File: src/source/mvau_macros.svh
// Array sizes and data widths of the MVAU
// Included by the packages and by every module that sizes a loop or an array
`ifndef MVAU_MACROS_SVH
`define MVAU_MACROS_SVH

// Lanes per input word
`define MVAU_SIMD 4
// Processing elements, one weight row each per pass
`define MVAU_PE 4
// Input words per activation vector
`define MVAU_SF 4
// Passes per vector, one row group each
`define MVAU_NF 3
// Unsigned activation width
`define MVAU_TA 4
// Signed weight width
`define MVAU_TW 4
// Signed accumulator width
`define MVAU_TO 16
// Weight memory entries per PE
`define MVAU_WMEM_DEPTH (`MVAU_SF * `MVAU_NF)

`endif

File: src/source/mvau_types_pkg.sv
// Data path types of the MVAU, shared by the buffer, the PEs and the collector
`include "mvau_macros.svh"

package mvau_types_pkg;

   // One unsigned activation
   typedef logic [`MVAU_TA-1:0] act_t;
   // One signed weight
   typedef logic signed [`MVAU_TW-1:0] wgt_t;
   // One signed accumulator
   typedef logic signed [`MVAU_TO-1:0] sum_t;

   // SIMD activations, lane 0 in the low bits
   typedef logic [`MVAU_SIMD*`MVAU_TA-1:0] act_word_t;
   // SIMD weights, one weight memory entry
   typedef logic [`MVAU_SIMD*`MVAU_TW-1:0] wgt_word_t;

   // All PE sums of one pass, PE 0 in the low bits
   typedef logic [`MVAU_PE*`MVAU_TO-1:0] out_word_t;

endpackage

File: src/source/mvau_ctrl_pkg.sv
// Control types of the MVAU, used for counters, weight addressing and the pass phase
`include "mvau_macros.svh"

package mvau_ctrl_pkg;

   // Word index within a vector
   typedef logic [$clog2(`MVAU_SF)-1:0] sf_idx_t;
   // Pass index within a vector
   typedef logic [$clog2(`MVAU_NF)-1:0] nf_idx_t;
   // Weight memory address, pass times SF plus word
   typedef logic [$clog2(`MVAU_WMEM_DEPTH)-1:0] wmem_addr_t;
   // PE select for weight writes
   typedef logic [$clog2(`MVAU_PE)-1:0] pe_idx_t;

   // Fill consumes the input stream, reuse replays the buffer
   typedef enum logic {PHASE_FILL, PHASE_REUSE} mvau_phase_e;

endpackage

File: src/source/mvau_stream_if.sv
// Broadcast lane stream from the input buffer to all PEs
// The buffer drives the src side, every PE listens on the pe side
`timescale 1ns/1ns

interface mvau_stream_if import mvau_types_pkg::*, mvau_ctrl_pkg::*; ();

   // One word per cycle, no back-pressure
   logic       valid;
   // SIMD activations of the word
   act_word_t  act;
   // Weight memory entry that goes with the word
   wmem_addr_t addr;
   // Word index 0, restarts the accumulators
   logic       first;
   // Word index SF-1, closes the pass
   logic       last;

   modport src (
      output valid,
      output act,
      output addr,
      output first,
      output last
   );

   modport pe (
      input valid,
      input act,
      input addr,
      input first,
      input last
   );

endinterface

File: src/source/mvau_control_block.sv
// Sequences the fill and reuse passes of one vector
// Word and pass counters plus the linear weight memory address
`timescale 1ns/1ns
`include "mvau_macros.svh"

module mvau_control_block import mvau_ctrl_pkg::*; (
   input  logic        clk,
   input  logic        rst_n,
   input  logic        in_v,
   output logic        step,
   output sf_idx_t     sf_cnt,
   output logic        first,
   output logic        last,
   output wmem_addr_t  wmem_addr,
   output mvau_phase_e phase
);

   // Pass counter, 0 during the fill
   nf_idx_t nf_cnt;
   logic    nf_last;
   logic    wmem_last;

   // Fill waits for input words, reuse runs every cycle
   assign step = in_v | (phase == PHASE_REUSE);

   // Word position flags, decoded from the counter
   assign first = (sf_cnt == '0);
   assign last = (sf_cnt == sf_idx_t'(`MVAU_SF - 1));

   assign nf_last = (nf_cnt == nf_idx_t'(`MVAU_NF - 1));
   assign wmem_last = (wmem_addr == wmem_addr_t'(`MVAU_WMEM_DEPTH - 1));

   always_ff @(posedge clk) begin
      if (!rst_n) begin
         sf_cnt    <= '0;
         nf_cnt    <= '0;
         wmem_addr <= '0;
         phase     <= PHASE_FILL;
      end else if (step) begin
         // Word counter wraps at the end of every pass
         sf_cnt <= last ? '0 : sf_cnt + 1'b1;

         // Address runs linearly across all passes of a vector
         wmem_addr <= wmem_last ? '0 : wmem_addr + 1'b1;

         if (last) begin
            if (nf_last) begin
               // Final pass done, wait for the next vector
               nf_cnt <= '0;
               phase  <= PHASE_FILL;
            end else begin
               // Remaining passes replay the buffer
               nf_cnt <= nf_cnt + 1'b1;
               phase  <= PHASE_REUSE;
            end
         end
      end
   end

endmodule

File: src/source/mvau_input_buffer.sv
// Captures the fill pass of a vector and replays it for the reuse passes
// Drives the registered lane stream that all PEs share
`timescale 1ns/1ns
`include "mvau_macros.svh"

module mvau_input_buffer import mvau_types_pkg::*, mvau_ctrl_pkg::*; (
   input  logic       clk,
   input  logic       rst_n,
   input  logic       in_v,
   input  act_word_t  in_act,
   output logic       busy,
   mvau_stream_if.src strm
);

   logic        step;
   sf_idx_t     sf_cnt;
   logic        first;
   logic        last;
   wmem_addr_t  wmem_addr;
   mvau_phase_e phase;

   // One vector, SF words deep
   act_word_t   buf_mem [`MVAU_SF];
   act_word_t   word_sel;

   mvau_control_block u_ctrl (
      .clk       (clk),
      .rst_n     (rst_n),
      .in_v      (in_v),
      .step      (step),
      .sf_cnt    (sf_cnt),
      .first     (first),
      .last      (last),
      .wmem_addr (wmem_addr),
      .phase     (phase)
   );

   // Source must hold off while the buffer replays
   assign busy = (phase == PHASE_REUSE);

   // Fill forwards the live word, reuse reads it back
   assign word_sel = busy ? buf_mem[sf_cnt] : in_act;

   always_ff @(posedge clk) begin
      if (in_v && (phase == PHASE_FILL)) begin
         buf_mem[sf_cnt] <= in_act;
      end
   end

   // Stream valid lags the step by one cycle
   always_ff @(posedge clk) begin
      if (!rst_n) begin
         strm.valid <= 1'b0;
      end else begin
         strm.valid <= step;
      end
   end

   always_ff @(posedge clk) begin
      strm.act   <= word_sel;
      strm.addr  <= wmem_addr;
      strm.first <= first;
      strm.last  <= last;
   end

endmodule

File: src/source/mvau_pe.sv
// One processing element, owns the weight rows of its PE index
// Weight read, SIMD dot product, then accumulation over the SF words of a pass
`timescale 1ns/1ns
`include "mvau_macros.svh"

module mvau_pe import mvau_types_pkg::*, mvau_ctrl_pkg::*; #(
   parameter int PE_IDX = 0
) (
   input  logic       clk,
   input  logic       rst_n,
   input  logic       wgt_we,
   input  pe_idx_t    wgt_pe,
   input  wmem_addr_t wgt_addr,
   input  wgt_word_t  wgt_data,
   mvau_stream_if.pe  strm,
   output sum_t       sum,
   output logic       done
);

   // SIMD weights per entry, one entry per word and pass
   wgt_word_t wmem [`MVAU_WMEM_DEPTH];

   // Stage 1 registers
   wgt_word_t wgt_q;
   act_word_t act_q;
   logic      v_q;
   logic      first_q;
   logic      last_q;

   // Stage 2 product sum
   sum_t      dot;

   // Loaded by the testbench while the unit is idle
   always_ff @(posedge clk) begin
      if (wgt_we && (wgt_pe == pe_idx_t'(PE_IDX))) begin
         wmem[wgt_addr] <= wgt_data;
      end
   end

   always_ff @(posedge clk) begin
      wgt_q   <= wmem[strm.addr];
      act_q   <= strm.act;
      first_q <= strm.first;
      last_q  <= strm.last;
   end

   // Signed weight times unsigned activation, summed over the lanes
   always_comb begin
      wgt_t w;
      act_t a;
      dot = '0;
      for (int l = 0; l < `MVAU_SIMD; l++) begin
         w   = wgt_q[l*`MVAU_TW +: `MVAU_TW];
         a   = act_q[l*`MVAU_TA +: `MVAU_TA];
         dot = dot + sum_t'(w) * sum_t'(a);
      end
   end

   // First word restarts the row, sum holds the result after last
   always_ff @(posedge clk) begin
      if (v_q) begin
         sum <= first_q ? dot : sum + dot;
      end
   end

   // done lands two cycles after the stream word with last
   always_ff @(posedge clk) begin
      if (!rst_n) begin
         v_q  <= 1'b0;
         done <= 1'b0;
      end else begin
         v_q  <= strm.valid;
         done <= v_q & last_q;
      end
   end

endmodule

File: src/source/mvau_output_collector.sv
// Packs the PE sums of one pass into a single output word
// out_v pulses one cycle after the PEs finish a pass
`timescale 1ns/1ns
`include "mvau_macros.svh"

module mvau_output_collector import mvau_types_pkg::*; (
   input  logic      clk,
   input  logic      rst_n,
   input  logic      pe_done,
   input  sum_t      pe_sum [`MVAU_PE],
   output logic      out_v,
   output out_word_t out_data
);

   // Single cycle strobe, never held
   always_ff @(posedge clk) begin
      if (!rst_n) begin
         out_v <= 1'b0;
      end else begin
         out_v <= pe_done;
      end
   end

   // PE 0 in the low bits, value kept until the next pass
   always_ff @(posedge clk) begin
      if (pe_done) begin
         for (int p = 0; p < `MVAU_PE; p++) begin
            out_data[p*`MVAU_TO +: `MVAU_TO] <= pe_sum[p];
         end
      end
   end

endmodule

File: src/source/mvau_top.sv
// MVAU top level with plain ports for input, weight load and results
// One input buffer feeds MVAU_PE processing elements through a shared stream
`timescale 1ns/1ns
`include "mvau_macros.svh"

module mvau_top import mvau_types_pkg::*, mvau_ctrl_pkg::*; (
   input  logic       clk,
   input  logic       rst_n,
   input  logic       in_v,
   input  act_word_t  in_act,
   input  logic       wgt_we,
   input  pe_idx_t    wgt_pe,
   input  wmem_addr_t wgt_addr,
   input  wgt_word_t  wgt_data,
   output logic       busy,
   output logic       out_v,
   output out_word_t  out_data
);

   mvau_stream_if strm ();

   sum_t              pe_sum [`MVAU_PE];
   logic [`MVAU_PE-1:0] pe_done_all;

   mvau_input_buffer u_buf (
      .clk    (clk),
      .rst_n  (rst_n),
      .in_v   (in_v),
      .in_act (in_act),
      .busy   (busy),
      .strm   (strm.src)
   );

   for (genvar g = 0; g < `MVAU_PE; g++) begin : g_pe
      mvau_pe #(.PE_IDX(g)) u_pe (
         .clk      (clk),
         .rst_n    (rst_n),
         .wgt_we   (wgt_we),
         .wgt_pe   (wgt_pe),
         .wgt_addr (wgt_addr),
         .wgt_data (wgt_data),
         .strm     (strm.pe),
         .sum      (pe_sum[g]),
         .done     (pe_done_all[g])
      );
   end

   // All PEs run in lockstep, PE 0 marks the end of a pass
   mvau_output_collector u_coll (
      .clk      (clk),
      .rst_n    (rst_n),
      .pe_done  (pe_done_all[0]),
      .pe_sum   (pe_sum),
      .out_v    (out_v),
      .out_data (out_data)
   );

endmodule

File: config.mk
export PLATFORM = sky130hd
export DESIGN_NAME = mvau_top
export DESIGN_NICKNAME = d
export VERILOG_FILES = /design/src/source/mvau_types_pkg.sv /design/src/source/mvau_ctrl_pkg.sv /design/src/source/mvau_stream_if.sv /design/src/source/mvau_control_block.sv /design/src/source/mvau_input_buffer.sv /design/src/source/mvau_pe.sv /design/src/source/mvau_output_collector.sv /design/src/source/mvau_top.sv
export VERILOG_INCLUDE_DIRS = /design/src /design/src/source
export SDC_FILE = /design/constraint.sdc
export NUM_CORES = 2
export LEC_CHECK = 0
export BUFFER_PORTS_ARGS = -buffer_cell sky130_fd_sc_hd__clkbuf_2
export CORE_MARGIN = 4
export CORE_UTILIZATION = 47
export CTS_CLUSTER_DIAMETER = 100
export DETAILED_ROUTE_END_ITERATION = 16
export GPL_TIMING_DRIVEN = 0
export MAX_ROUTING_LAYER = met4
export PLACE_DENSITY = 0.65
export SYNTH_ARGS = -nofsm -noshare
export SYNTH_HDL_FRONTEND = slang
export SYNTH_SLANG_ARGS = --single-unit
File: constraint.sdc
create_clock -name clk -period 8.3 [get_ports clk]
set_input_delay 0 -clock clk [delete_from_list [all_inputs] [get_ports clk]]
set_output_delay 0 -clock clk [all_outputs]
set_load 0.05 [all_outputs]
==> results.ini <==
[timing]
tightest_slew_ns = 1.39
setup_tns_ns = 0
rsz0062_at_grt = no
period_share_pct = 94.8
fin_skew_ns = 0.0877
final-hold-violation-count = 0
report.final.slew_viol_count = 0
fin_ws_ns = 0.432
fmax_ghz = 0.127
relSlewSlack_pct = 7.47
period_minus_slack_ns = 7.87
setup-violations-final = 0

[floorplanning]
std_cell_rows = 123
die_h_microns = 346
start_util_pct = 47.5
die_w_microns = 346
pin_count = 108
dieArea_sq_um = 119000
core_sq_um = 113000

[synthesis]
synth_top_family_by_area = adder cells
yosys_warnings = 0
async_flop_share_pct = 0
synth.area.top_cells = edfxtp_1 (54%), ha_1 (9.1%), mux4_2 (8.7%)
syn-instance-count = 3579
synth_top_area_share_pct = 53.8
syn-mean-instance-area_sq_um = 15.0
yosys-top-cells-count = edfxtp_1 (960), ha_1 (389), inv_1 (362)
ys_ff_latch = 1079
synth_compound_area_share_pct = 4.87
synth_ff_type = edfxtp_1
yosysMostFrequentCell = edfxtp_1
synthAdderAreaFrac_pct = 15.1
syn-num-nets = 4170
synthMuxAreaShare_pct = 10.8
synth-simple-area-share_pct = 5.40
synth_area_sq_um = 53500
synth_edf_count = 960
ys_seq_area_share_pct = 58.3
yosysTopAreaCell = edfxtp_1
netlist-cell-type-count = 68
synth_xor_area_share_pct = 2.31

[critical_path]
crit_top_cell = fa_1
rrSetupSlack_ns = 0.43
crit_fanout = 10
crit_end = g_pe[2].u_pe.sum[15]$_DFFE_PP_
rr_worst_depth = 29
cp_slowest_stage_delay_ns = 0.58
r2r_end = g_pe[2].u_pe.sum[15]$_DFFE_PP_
startpoint = g_pe[2].u_pe.act_q[14]$_DFF_P_
critPathKind = reg2reg
cp.required_ns = 8.75
critical_path.slowest_cell = fa_1
critical_path_arrival_ns = 8.32
reg2reg_from = g_pe[2].u_pe.act_q[14]$_DFF_P_
cp-end-kind = flip-flop
worstSetupStartpointType = flip-flop

[clocking]
clk_pin_slew_ns = 0.07
h-tree-depth = 3
clock_tree.root_cell = clkbuf_16
cts_tree = built
cts_inserted_buffers = 108
cts.path.max_buffers = 3
clk_latency_ns = 0.73
clkSinkCount = 1079

[layout]
syn_to_final_growth_pct = 13.0
nNetsFinal = 4438
utilization_pct = 53.7
layout.cells.non_filler = 5443
drive_gt1_share_pct = 16.4

[drt]
wl_met3_microns = 6970
vias = 29200
antenna_left = 0
viasPerCell = 5.37
wl_met2_microns = 54600
wl_met1_microns = 52500
highest_layer = met4
wire_per_inst_microns = 21.5
routed_wl_microns = 117000
drtPass1Iterations = 6
initialDrtViolationCount = 2293
drc = 0

[global_routing]
grt_pass1_wl_microns = 180000
first_global_vias = 29400
overflow = 0
grt_antenna_before_repair = 7
grt_start_max_net_pins = 64
grt_use_total_pct = 20.2

[run]
drv_cap = 0

[placement]
dp.final_hpwl_microns = 81500
place_inst = 5208
pre_cts_ws_ns = -0.352
globalplace.congestion = 0.873
portBuffers = 107

[worst_hold_path]
hold_path_class = in2reg
holdPathStages = 4

[outcome]
status = finished, final reports clean

## logic make-up (layout without fill, tap and decap cells)
group,after synthesis,after routing
and+or+nand+nor,606,606
adders and majority gates,549,549
other,0,3
DFF,1079,1079
AOI/OAI and AO/OA,427,427
buffers and inverters,467,828
xor gates and xnor gates,141,141
muxes,310,310
## registers in the layout, summed over array words and instances (netlist names), 2 cells and up, named ones only
register	count
g_pe.u_pe.act_q	16
u_buf.strm.act	16
g_pe.u_pe.sum	64
g_pe.u_pe.wgt_q	64
u_buf.strm.addr	4
u_buf.buf_mem	64
u_coll.out_data	64
u_buf.u_ctrl.sf_cnt	2
u_buf.u_ctrl.nf_cnt	2
u_buf.u_ctrl.wmem_addr	4
g_pe.u_pe.wmem	768
## worst min-delay path by stage
stage	slack, ns	startpoint	end
3_3_place_gp	0.24	in_act[13]	u_buf.buf_mem[2][13]$_DFFE_PP_
2_1_floorplan	0.1	wgt_data[0]	g_pe[0].u_pe.wmem[0][0]$_DFFE_PP_
3_5_place_dp	0.24	in_act[4]	u_buf.buf_mem[0][4]$_DFFE_PP_
4_1_cts	0.007	wgt_addr[2]	g_pe[1].u_pe.wmem[0][15]$_DFFE_PP_
6_report	0.08	wgt_addr[2]	g_pe[1].u_pe.wmem[0][15]$_DFFE_PP_
5_1_grt	0.06	wgt_addr[2]	g_pe[1].u_pe.wmem[0][15]$_DFFE_PP_
## layer usage
layer  vias to the layer above  GRT usage (%)
met3                       177           2.99
met5                         -              -
li1                      13700              -
met2                       809           31.4
met4                         0           4.86
met1                     14600           28.5
## what timing repair did
item / CTS / global route
endpoints found under the setup margin: 6 / 7
hold buffers: 28 / 0
gates resized for setup: 8 / 23
pin swaps: 0 / 1
hold endpoints to repair: 179 / 0
setup buffers: 0 / 2
## critical path: cells and delay by family, from the launching register on
family / cells / cell delay (ns)
flops: 1 / 0.49
xor+xnor: 3 / 0.44
compound gates: 7 / 1.48
simple gates: 6 / 1.09
buf+inv: 4 / 0.45
fa+ha+maj: 9 / 3.67
## cell usage in the layout (no fill, tap or decap), types with 30 or more instances in the layout
cell type	n
edfxtp_1	960
ha_1	389
inv_1	362
nand2_1	220
mux4_2	208
fa_1	160
o21ai_0	142
a21oi_1	120
clkbuf_2	115
dfxtp_1	111
clkbuf_16	111
and2_1	107
nor2_1	90
xnor2_1	81
clkbuf_1	77
mux2i_1	64
xor2_1	60
a21o_1	48
nor2_2	47
nand2b_1	46
mux2_2	37
o21bai_1	30
## through the flow
stage | instance area, sq um | hold WS (ns)
floorplan | 53500 | 0.0989
global placement | 56000 | 0.242
finish | 60500 | 0.0776
global route | 60500 | 0.0650
CTS | 60500 | 0.00709
detailed placement | 56400 | 0.245
## cell type report
class	instances	area, sq um
Inverter	362	1360
Tap cell	1500	1880
Clock inverter	76	902
Antenna cell	3	7.51
Timing Repair Buffer	159	1170
Sequential cell	1079	31200
Multi-Input combinational cell	2033	20700
Clock buffer	127	2860
Buffer	104	435
Fill cell	9156	52300
Power is not shown: default switching activity piles up to over one toggle a cycle in this logic, so the estimate is an artifact.
